[src/design/bp_pkg.sv]
package bp_pkg;

    // datapath
    localparam int XLEN = 32;
    localparam logic [XLEN-1:0] RESET_PC = 32'h0000_0000;

    // branch target buffer, index from pc[4:2]
    localparam int BTB_INDEX_BITS = 3;
    localparam int BTB_ENTRIES = 1 << BTB_INDEX_BITS;
    localparam int BTB_TAG_BITS = XLEN - BTB_INDEX_BITS - 2;   // pc[31:5]

    // global history and pattern history table
    localparam int HISTORY_DEPTH = 4;
    localparam int PHT_ENTRIES = 1 << HISTORY_DEPTH;
    localparam logic [1:0] PHT_INIT = 2'b01;                   // weakly not taken

    // control-flow kind codes
    localparam int CF_KIND_W = 2;
    localparam logic [CF_KIND_W-1:0] CF_BR = 2'd0;
    localparam logic [CF_KIND_W-1:0] CF_JAL = 2'd1;
    localparam logic [CF_KIND_W-1:0] CF_JALR = 2'd2;

    // performance counters
    localparam int PERF_COUNTER_WIDTH = 32;

    // register map of the AXI4-Lite slave
    localparam int REG_ADDR_W = 4;
    localparam logic [REG_ADDR_W-1:0] ADDR_CF_COUNT = 4'h0;
    localparam logic [REG_ADDR_W-1:0] ADDR_CORRECT_COUNT = 4'h4;
    localparam logic [REG_ADDR_W-1:0] ADDR_HISTORY = 4'h8;

    // AXI response codes
    localparam logic [1:0] AXI_RESP_OKAY = 2'b00;
    localparam logic [1:0] AXI_RESP_SLVERR = 2'b10;

endpackage : bp_pkg

[src/design/btb.sv]
module btb (
    input  logic                          clk,
    input  logic                          rst_n,

    // lookup at the fetch pc
    input  logic [bp_pkg::XLEN-1:0]       fetch_pc,

    // update from a resolved control-flow instruction
    input  logic                          res_valid,
    input  logic [bp_pkg::XLEN-1:0]       res_pc,
    input  logic                          res_taken,
    input  logic [bp_pkg::CF_KIND_W-1:0]  res_kind,
    input  logic [bp_pkg::XLEN-1:0]       res_target,

    output logic                          hit,
    output logic [bp_pkg::CF_KIND_W-1:0]  hit_kind,
    output logic [bp_pkg::XLEN-1:0]       hit_target
);
    import bp_pkg::*;

    logic [BTB_ENTRIES-1:0]    valid_q;
    logic [BTB_TAG_BITS-1:0]   tag_q    [BTB_ENTRIES];
    logic [CF_KIND_W-1:0]      kind_q   [BTB_ENTRIES];
    logic [XLEN-1:0]           target_q [BTB_ENTRIES];

    logic [BTB_INDEX_BITS-1:0] rd_idx;
    logic [BTB_TAG_BITS-1:0]   rd_tag;
    logic [BTB_INDEX_BITS-1:0] wr_idx;
    logic [BTB_TAG_BITS-1:0]   wr_tag;
    logic                      wr_en;

    // pc[1:0] never takes part, instructions are word aligned
    assign rd_idx = fetch_pc[BTB_INDEX_BITS+1:2];
    assign rd_tag = fetch_pc[XLEN-1:BTB_INDEX_BITS+2];
    assign wr_idx = res_pc[BTB_INDEX_BITS+1:2];
    assign wr_tag = res_pc[XLEN-1:BTB_INDEX_BITS+2];

    assign wr_en = res_valid && res_taken;     // only taken transfers allocate

    // combinational lookup, sees contents before a same-cycle write
    assign hit        = valid_q[rd_idx] && (tag_q[rd_idx] == rd_tag);
    assign hit_kind   = kind_q[rd_idx];
    assign hit_target = target_q[rd_idx];

    always_ff @(posedge clk) begin
        if (!rst_n) begin
            valid_q <= '0;
        end else if (wr_en) begin
            valid_q[wr_idx] <= 1'b1;
        end
    end

    // entry payload, overwritten on alias
    always_ff @(posedge clk) begin
        if (wr_en) begin
            tag_q[wr_idx]    <= wr_tag;
            kind_q[wr_idx]   <= res_kind;
            target_q[wr_idx] <= res_target;
        end
    end

endmodule : btb

[src/design/direction_predictor.sv]
module direction_predictor (
    input  logic                              clk,
    input  logic                              rst_n,

    // resolve side
    input  logic                              res_valid,
    input  logic [bp_pkg::CF_KIND_W-1:0]      res_kind,
    input  logic                              res_taken,
    input  logic [bp_pkg::HISTORY_DEPTH-1:0]  res_hist,

    output logic                              predict_taken,
    output logic [bp_pkg::HISTORY_DEPTH-1:0]  hist
);
    import bp_pkg::*;

    logic [HISTORY_DEPTH-1:0] ghr_q;
    logic [1:0]               pht_q [PHT_ENTRIES];

    logic                     br_update;
    logic [1:0]               ctr_cur;

    assign br_update = res_valid && (res_kind == CF_BR);   // jumps leave history alone
    assign ctr_cur   = pht_q[res_hist];

    // msb of the counter selects taken
    assign predict_taken = pht_q[ghr_q][1];
    assign hist          = ghr_q;

    // newest outcome enters at bit 0
    always_ff @(posedge clk) begin
        if (!rst_n) begin
            ghr_q <= '0;
        end else if (br_update) begin
            ghr_q <= {ghr_q[HISTORY_DEPTH-2:0], res_taken};
        end
    end

    // counter trained at the history the branch was predicted with
    always_ff @(posedge clk) begin
        if (!rst_n) begin
            for (int i = 0; i < PHT_ENTRIES; i++) begin
                pht_q[i] <= PHT_INIT;
            end
        end else if (br_update) begin
            if (res_taken && (ctr_cur != 2'b11)) begin
                pht_q[res_hist] <= ctr_cur + 2'b01;
            end else if (!res_taken && (ctr_cur != 2'b00)) begin
                pht_q[res_hist] <= ctr_cur - 2'b01;
            end
        end
    end

endmodule : direction_predictor

[src/design/fetch_pc_unit.sv]
module fetch_pc_unit (
    input  logic                              clk,
    input  logic                              rst_n,
    input  logic                              fetch_ready,

    // predictor results for the current fetch pc
    input  logic                              btb_hit,
    input  logic [bp_pkg::CF_KIND_W-1:0]      btb_kind,
    input  logic [bp_pkg::XLEN-1:0]           btb_target,
    input  logic                              predict_taken,
    input  logic [bp_pkg::HISTORY_DEPTH-1:0]  hist,

    // resolve side
    input  logic                              res_valid,
    input  logic [bp_pkg::XLEN-1:0]           res_pc,
    input  logic                              res_taken,
    input  logic [bp_pkg::XLEN-1:0]           res_target,
    input  logic [bp_pkg::XLEN-1:0]           res_pred_next,

    output logic [bp_pkg::XLEN-1:0]           fetch_pc,
    output logic [bp_pkg::XLEN-1:0]           fetch_pred_next,
    output logic [bp_pkg::HISTORY_DEPTH-1:0]  fetch_hist,
    output logic                              cf_retire,
    output logic                              cf_correct
);
    import bp_pkg::*;

    logic [XLEN-1:0] pc_q;
    logic [XLEN-1:0] pc_plus4;
    logic [XLEN-1:0] actual_next;
    logic            take_target;
    logic            mispredict;

    assign pc_plus4 = pc_q + XLEN'(4);

    // jumps always follow the btb, branches only when the pht agrees
    always_comb begin
        take_target = 1'b0;
        if (btb_hit) begin
            case (btb_kind)
                CF_JAL, CF_JALR: take_target = 1'b1;
                CF_BR:           take_target = predict_taken;
                default:         take_target = 1'b0;
            endcase
        end
    end

    assign fetch_pred_next = take_target ? btb_target : pc_plus4;
    assign fetch_hist      = hist;     // travels with the instruction
    assign fetch_pc        = pc_q;

    // check the carried prediction against the real outcome
    assign actual_next = res_taken ? res_target : (res_pc + XLEN'(4));
    assign mispredict  = res_valid && (actual_next != res_pred_next);

    assign cf_retire  = res_valid;
    assign cf_correct = res_valid && !mispredict;

    // redirect wins over back-pressure
    always_ff @(posedge clk) begin
        if (!rst_n) begin
            pc_q <= RESET_PC;
        end else if (mispredict) begin
            pc_q <= actual_next;
        end else if (fetch_ready) begin
            pc_q <= fetch_pred_next;
        end
    end

endmodule : fetch_pc_unit

[src/design/bp_perf_regs.sv]
module bp_perf_regs (
    input  logic                              clk,
    input  logic                              rst_n,

    // event strobes and live history
    input  logic                              cf_retire,
    input  logic                              cf_correct,
    input  logic [bp_pkg::HISTORY_DEPTH-1:0]  hist,

    // AXI4-Lite write address
    input  logic                              s_awvalid,
    output logic                              s_awready,
    input  logic [bp_pkg::REG_ADDR_W-1:0]     s_awaddr,

    // AXI4-Lite write data
    input  logic                              s_wvalid,
    output logic                              s_wready,
    input  logic [bp_pkg::XLEN-1:0]           s_wdata,
    input  logic [3:0]                        s_wstrb,

    // AXI4-Lite write response
    output logic                              s_bvalid,
    input  logic                              s_bready,
    output logic [1:0]                        s_bresp,

    // AXI4-Lite read address
    input  logic                              s_arvalid,
    output logic                              s_arready,
    input  logic [bp_pkg::REG_ADDR_W-1:0]     s_araddr,

    // AXI4-Lite read data
    output logic                              s_rvalid,
    input  logic                              s_rready,
    output logic [bp_pkg::XLEN-1:0]           s_rdata,
    output logic [1:0]                        s_rresp
);
    import bp_pkg::*;

    logic [PERF_COUNTER_WIDTH-1:0] cf_count;
    logic [PERF_COUNTER_WIDTH-1:0] correct_count;

    logic init_done;
    logic rd_accept;
    logic wr_accept;

    // both counters wrap at full width
    always_ff @(posedge clk) begin
        if (!rst_n) begin
            cf_count      <= '0;
            correct_count <= '0;
        end else begin
            if (cf_retire) begin
                cf_count <= cf_count + PERF_COUNTER_WIDTH'(1);
            end
            if (cf_correct) begin
                correct_count <= correct_count + PERF_COUNTER_WIDTH'(1);
            end
        end
    end

    // keeps every ready low in the first cycle out of reset
    always_ff @(posedge clk) begin
        if (!rst_n) begin
            init_done <= 1'b0;
        end else begin
            init_done <= 1'b1;
        end
    end

    // read path, one outstanding response
    assign s_arready = init_done && !s_rvalid;
    assign rd_accept = s_arvalid && s_arready;

    always_ff @(posedge clk) begin
        if (!rst_n) begin
            s_rvalid <= 1'b0;
        end else if (rd_accept) begin
            s_rvalid <= 1'b1;
        end else if (s_rready) begin
            s_rvalid <= 1'b0;
        end
    end

    // data sampled at the address handshake
    always_ff @(posedge clk) begin
        if (rd_accept) begin
            case (s_araddr)
                ADDR_CF_COUNT: begin
                    s_rdata <= cf_count;
                    s_rresp <= AXI_RESP_OKAY;
                end
                ADDR_CORRECT_COUNT: begin
                    s_rdata <= correct_count;
                    s_rresp <= AXI_RESP_OKAY;
                end
                ADDR_HISTORY: begin
                    s_rdata <= {{(XLEN-HISTORY_DEPTH){1'b0}}, hist};
                    s_rresp <= AXI_RESP_OKAY;
                end
                default: begin
                    s_rdata <= '0;
                    s_rresp <= AXI_RESP_SLVERR;   // unmapped
                end
            endcase
        end
    end

    // write path, AW and W taken together then refused
    assign s_awready = init_done && !s_bvalid && s_awvalid && s_wvalid;
    assign s_wready  = s_awready;
    assign wr_accept = s_awvalid && s_awready;

    always_ff @(posedge clk) begin
        if (!rst_n) begin
            s_bvalid <= 1'b0;
        end else if (wr_accept) begin
            s_bvalid <= 1'b1;
        end else if (s_bready) begin
            s_bvalid <= 1'b0;
        end
    end

    assign s_bresp = AXI_RESP_SLVERR;     // counters are read only

endmodule : bp_perf_regs

[src/design/fetch_predictor.sv]
module fetch_predictor (
    input  logic                              clk,
    input  logic                              rst_n,

    // fetch side
    input  logic                              fetch_ready,
    output logic [bp_pkg::XLEN-1:0]           fetch_pc,
    output logic [bp_pkg::XLEN-1:0]           fetch_pred_next,
    output logic [bp_pkg::HISTORY_DEPTH-1:0]  fetch_hist,

    // resolve side from decode
    input  logic                              res_valid,
    input  logic [bp_pkg::XLEN-1:0]           res_pc,
    input  logic [bp_pkg::CF_KIND_W-1:0]      res_kind,
    input  logic                              res_taken,
    input  logic [bp_pkg::XLEN-1:0]           res_target,
    input  logic [bp_pkg::XLEN-1:0]           res_pred_next,
    input  logic [bp_pkg::HISTORY_DEPTH-1:0]  res_hist,

    // AXI4-Lite slave
    input  logic                              s_awvalid,
    output logic                              s_awready,
    input  logic [bp_pkg::REG_ADDR_W-1:0]     s_awaddr,
    input  logic                              s_wvalid,
    output logic                              s_wready,
    input  logic [bp_pkg::XLEN-1:0]           s_wdata,
    input  logic [3:0]                        s_wstrb,
    output logic                              s_bvalid,
    input  logic                              s_bready,
    output logic [1:0]                        s_bresp,
    input  logic                              s_arvalid,
    output logic                              s_arready,
    input  logic [bp_pkg::REG_ADDR_W-1:0]     s_araddr,
    output logic                              s_rvalid,
    input  logic                              s_rready,
    output logic [bp_pkg::XLEN-1:0]           s_rdata,
    output logic [1:0]                        s_rresp
);
    import bp_pkg::*;

    logic                     btb_hit;
    logic [CF_KIND_W-1:0]     btb_kind;
    logic [XLEN-1:0]          btb_target;
    logic                     predict_taken;
    logic [HISTORY_DEPTH-1:0] hist;
    logic                     cf_retire;
    logic                     cf_correct;

    btb btb (
        .clk        (clk),
        .rst_n      (rst_n),
        .fetch_pc   (fetch_pc),
        .res_valid  (res_valid),
        .res_pc     (res_pc),
        .res_taken  (res_taken),
        .res_kind   (res_kind),
        .res_target (res_target),
        .hit        (btb_hit),
        .hit_kind   (btb_kind),
        .hit_target (btb_target)
    );

    direction_predictor direction_predictor (
        .clk           (clk),
        .rst_n         (rst_n),
        .res_valid     (res_valid),
        .res_kind      (res_kind),
        .res_taken     (res_taken),
        .res_hist      (res_hist),
        .predict_taken (predict_taken),
        .hist          (hist)
    );

    fetch_pc_unit fetch_pc_unit (
        .clk             (clk),
        .rst_n           (rst_n),
        .fetch_ready     (fetch_ready),
        .btb_hit         (btb_hit),
        .btb_kind        (btb_kind),
        .btb_target      (btb_target),
        .predict_taken   (predict_taken),
        .hist            (hist),
        .res_valid       (res_valid),
        .res_pc          (res_pc),
        .res_taken       (res_taken),
        .res_target      (res_target),
        .res_pred_next   (res_pred_next),
        .fetch_pc        (fetch_pc),
        .fetch_pred_next (fetch_pred_next),
        .fetch_hist      (fetch_hist),
        .cf_retire       (cf_retire),
        .cf_correct      (cf_correct)
    );

    bp_perf_regs bp_perf_regs (
        .clk        (clk),
        .rst_n      (rst_n),
        .cf_retire  (cf_retire),
        .cf_correct (cf_correct),
        .hist       (hist),
        .s_awvalid  (s_awvalid),
        .s_awready  (s_awready),
        .s_awaddr   (s_awaddr),
        .s_wvalid   (s_wvalid),
        .s_wready   (s_wready),
        .s_wdata    (s_wdata),
        .s_wstrb    (s_wstrb),
        .s_bvalid   (s_bvalid),
        .s_bready   (s_bready),
        .s_bresp    (s_bresp),
        .s_arvalid  (s_arvalid),
        .s_arready  (s_arready),
        .s_araddr   (s_araddr),
        .s_rvalid   (s_rvalid),
        .s_rready   (s_rready),
        .s_rdata    (s_rdata),
        .s_rresp    (s_rresp)
    );

endmodule : fetch_predictor

[config.mk]
export PLATFORM = sky130hd
export DESIGN_NAME = fetch_predictor
export DESIGN_NICKNAME = d
export VERILOG_FILES = /design/src/design/bp_pkg.sv /design/src/design/btb.sv /design/src/design/direction_predictor.sv /design/src/design/fetch_pc_unit.sv /design/src/design/bp_perf_regs.sv /design/src/design/fetch_predictor.sv
export SDC_FILE = /design/constraint.sdc
export NUM_CORES = 1
export LEC_CHECK = 0
export BUFFER_PORTS_ARGS = -buffer_cell sky130_fd_sc_hd__buf_4
export CORE_MARGIN = 10
export CORE_UTILIZATION = 54
export DETAILED_ROUTE_END_ITERATION = 16
export PLACE_DENSITY = 0.79
export SETUP_SLACK_MARGIN = 0.02
export SLEW_MARGIN = 25
export SYNTH_ARGS = -nofsm -noshare
export SYNTH_HDL_FRONTEND = slang
export SYNTH_SLANG_ARGS = --single-unit
export TNS_END_PERCENT = 50
[constraint.sdc]
create_clock -name clk -period 6.3 [get_ports clk]
set_input_delay 0.315 -clock clk [delete_from_list [all_inputs] [get_ports clk]]
set_output_delay 0.315 -clock clk [all_outputs]
set_load 0.005 [all_outputs]
==> flow_summary.toml <==
[sta]
timing.final.max_slew_violations = 0
period_minus_slack_ps = 5370
grt_setup_unrepaired = "no"
finalSetupTns_ps = 0
final_skew_ps = 24.4
min_period_over_period_pct = 85.3
worst_slew_margin_rel_pct = 27.4
fmaxAchievable_ghz = 0.186
finalHoldViolations = 0
final-setup-viol-count = 0
worst_slew_pin_slew_ps = 1090

[global_routing]
grt_use_total_pct = 25.5
grt_first_pass_wirelength_um = 128000
globalRouteOverflowTotal = 0
maximum_number_of_pins_on_one_net_before_global_route_repair = 85
first_global_vias = 20600
antenna_violations_before_repair = 6

[logic_synthesis]
flops_latches_synth = 671
synthCells = 2239
synth.top_cells.by_area = "edfxtp_1 54%, mux4_2 8.0%, dfxtp_1 7.7%, mux2i_1 4.0%, nor2_1 2.0%"
xor_and_xnor_area_share_after_synthesis_pct = 4.02
yosys.cell_count.top_type = "edfxtp_1"
synthArstFlopShare_pct = 0
netlist.area_leader.share_pct = 54.3
seq_area_frac_synth_pct = 62.1
synth_common_cells = "553 x edfxtp_1, 165 x nor2_1, 145 x nand2_1"
netlist_area_um2 = 30600
synth_area_per_cell_um2 = 13.7
post_synth_num_cell_types = 83
synth_edf_count = 553
yosys-mux-area-fraction_pct = 13.3
ys_warn_count = 0
synth_largest_area_cell = "edfxtp_1"
area_share_of_and_or_nand_nor_cells_after_synthesis_pct = 10.7
synth_compound_gate_area_share_pct = 7.11
ys.flop_type = "edfxtp_1"
main_combinational_cell_family_by_area_after_synthesis = "multiplexers"
post_synth_fa_ha_maj_area_fraction_pct = 0.246

[place]
placed_cell_area_um2 = 32900
numPlacedInstances = 3097
port-buffer-count = 221
hpwlAfterDp_um = 58100
finalWeightedCongestion = 0.934

[layout]
num-nets-final = 2616
seqCellArea_um2 = 19000
post-route-util_pct = 63.4
stdcell_count = 3267
drive_above_1_share_pct = 21.7
flow.area_growth_from_synthesis_pct = 16.5
fin_area_um2 = 35600
multi_input_area_um2 = 10900
fillers = 4065

[power_and_ir_drop]
worst_ir_drop_vdd_v = 0.000253
power.density_nw_per_um2 = 280
p_leak_uw = 0.0119

[floorplan]
die_h_um = 258
io_pins = 265
design.core.area_um2 = 56200
dieWidth_um = 258
initial_utilization_pct = 54.4
floorplan.rows = 87
overall_die_area_um2 = 66500

[drt]
routed_via_density = 6.38
post_drt_wl_per_cell_um = 26.5
vias = 20900
drt-total-wl_um = 86700
drt-pass1-iter-count = 6
drt_iter0_drc = 2396
final_antenna_net_count = 0
drcViolationCount = 0

[clocking]
htree_num_levels = 3
cts-buffers-inserted = 70
tritoncts = "yes"
clock_transition_at_the_registers_of_the_reported_paths_ps = 60
cts.root.buffer_cell = "clkbuf_16"
post_cts_buffers = 0
cts_repair_resize_count = 0
clockBufferDepth = 3
cts.sinks = 671
clk-insertion-delay-late_ps = 620

[job]
number_of_violations_of_the_max_capacitance_limit = 0

[outcome]
result_of_the_run = "finished clean"

[min_path]
hold_start = "s_rready"
tightest_hold_check_type = "primary input to flip-flop"

[critical_path]
crit_path_max_fanout = 84
end_kind = "output port"
cp_data_required_time_ps = 5980
criticalPathCategory = "flip-flop to output port"
startpoint_type = "flip-flop"
cp.arrival_ps = 5060
-- metrics by stage --
step	hold WS (ps)	power (uW)	setup slack, ps
after floorplan	343	5580	86.9
after global placement	445	5980	1580
after detailed placement	461	6010	1460
after CTS	1.61	9990	935
after global routing	12.2	10200	628
final	22.0	9970	926
-- report_power, final --
part / leakage, uW / internal (uW) / switching (uW)
Combinational: 0.00484 / 414 / 556
Clock: 0.00108 / 2320 / 1690
Sequential: 0.00595 / 4890 / 94.2
Total: 0.0119 / 7630 / 2340
-- worst max-delay path, cell delays in order, from the launching register on --
cell and delay (ps):
dfxtp_4 720, buf_4 530, mux4_2 560, nor2b_1 140
a21oi_1 310, xnor2_1 90, or4_1 590, nor4_4 370
buf_12 390, a21oi_1 80, nor2_1 390, buf_4 200
-- area by class of cell --
| type | instances | share of cell area (%) |
|---|---|---|
| well taps | 756 | 2.66 |
| clock buffers | 87 | 5.36 |
| diodes | 4 | 0.0281 |
| flip-flops and latches | 671 | 53.3 |
| repair buffers | 292 | 6.79 |
| clock inverters | 38 | 0.875 |
| multi-input cells | 1382 | 30.6 |
| inverters | 37 | 0.393 |
-- flip-flops by register name (all words and copies together) (netlist names), 4 cells and up, named ones only --
| register | count |
|---|---|
| btb.kind_q | 16 |
| btb.valid_q | 8 |
| direction_predictor.hist | 4 |
| btb.target_q | 256 |
| direction_predictor.pht_q | 32 |
| bp_perf_regs.s_rdata | 32 |
| btb.tag_q | 216 |
| bp_perf_regs.cf_count | 32 |
| fetch_pc_unit.fetch_pc | 32 |
| bp_perf_regs.correct_count | 32 |
-- routing by layer --
metal,GRT usage [%],wire (um),up-vias,part of all wire [%]
met5,0,36,-,0.042
met4,9.64,2960,6,3.4
met3,5.95,9160,177,11
met2,39.8,40400,1198,47
met1,34.5,34100,10400,39
li1,-,-,9047,-
-- path summary, 6_finish.rpt --
kind	end	slack (ps)	depth (start not counted)
worst max-delay path	fetch_pred_next[14]	930	11
worst min-delay path	bp_perf_regs.s_rvalid$_SDFFE_PN0P_	20	4
worst max register to register	fetch_pc_unit.fetch_pc[7]$_SDFFE_PN0P_	1520	11
worst min register to register	btb.valid_q[5]$_SDFFE_PN0P_	480	2
-- kinds of logic after synthesis --
| group | Yosys count |
|---|---|
| AOI/OAI and AO/OA | 329 |
| muxes | 266 |
| other | 2 |
| buffers and inverters | 187 |
| DFF | 671 |
| and+or+nand+nor | 641 |
| adders and majority gates | 6 |
| xor gates and xnor gates | 137 |
-- placed cells by master (no fill, tap or decap), types with 10 or more instances in the layout --
cell type,count
clkbuf_16,74
clkbuf_1,12
nor3_1,27
edfxtp_1,553
mux2_2,35
nand2_1,145
nor4_1,18
nand3_1,78
mux2i_1,123
dfxtp_1,115
nor2b_1,12
inv_1,36
a21oi_1,89
clkinv_2,11
mux4_2,108
xnor2_1,66
and3_1,35
a22o_1,32
o21ai_0,63
nor2_1,158
nand2b_1,10
o22ai_1,12
a211oi_1,18
a22oi_1,24
buf_4,244
xor2_1,69
clkinv_1,14
a31o_2,10
and2_1,16
or4_1,19
nand4_1,47
or3_1,21
o31ai_1,20
dlygate4sd3_1,39
-- what timing repair did --
action                                 CTS  global route
endpoints found under the hold margin  305             0
setup endpoints to repair                0             0
hold buffers                            39             0
No activity file was read; power rests on OpenSTA's default activity.
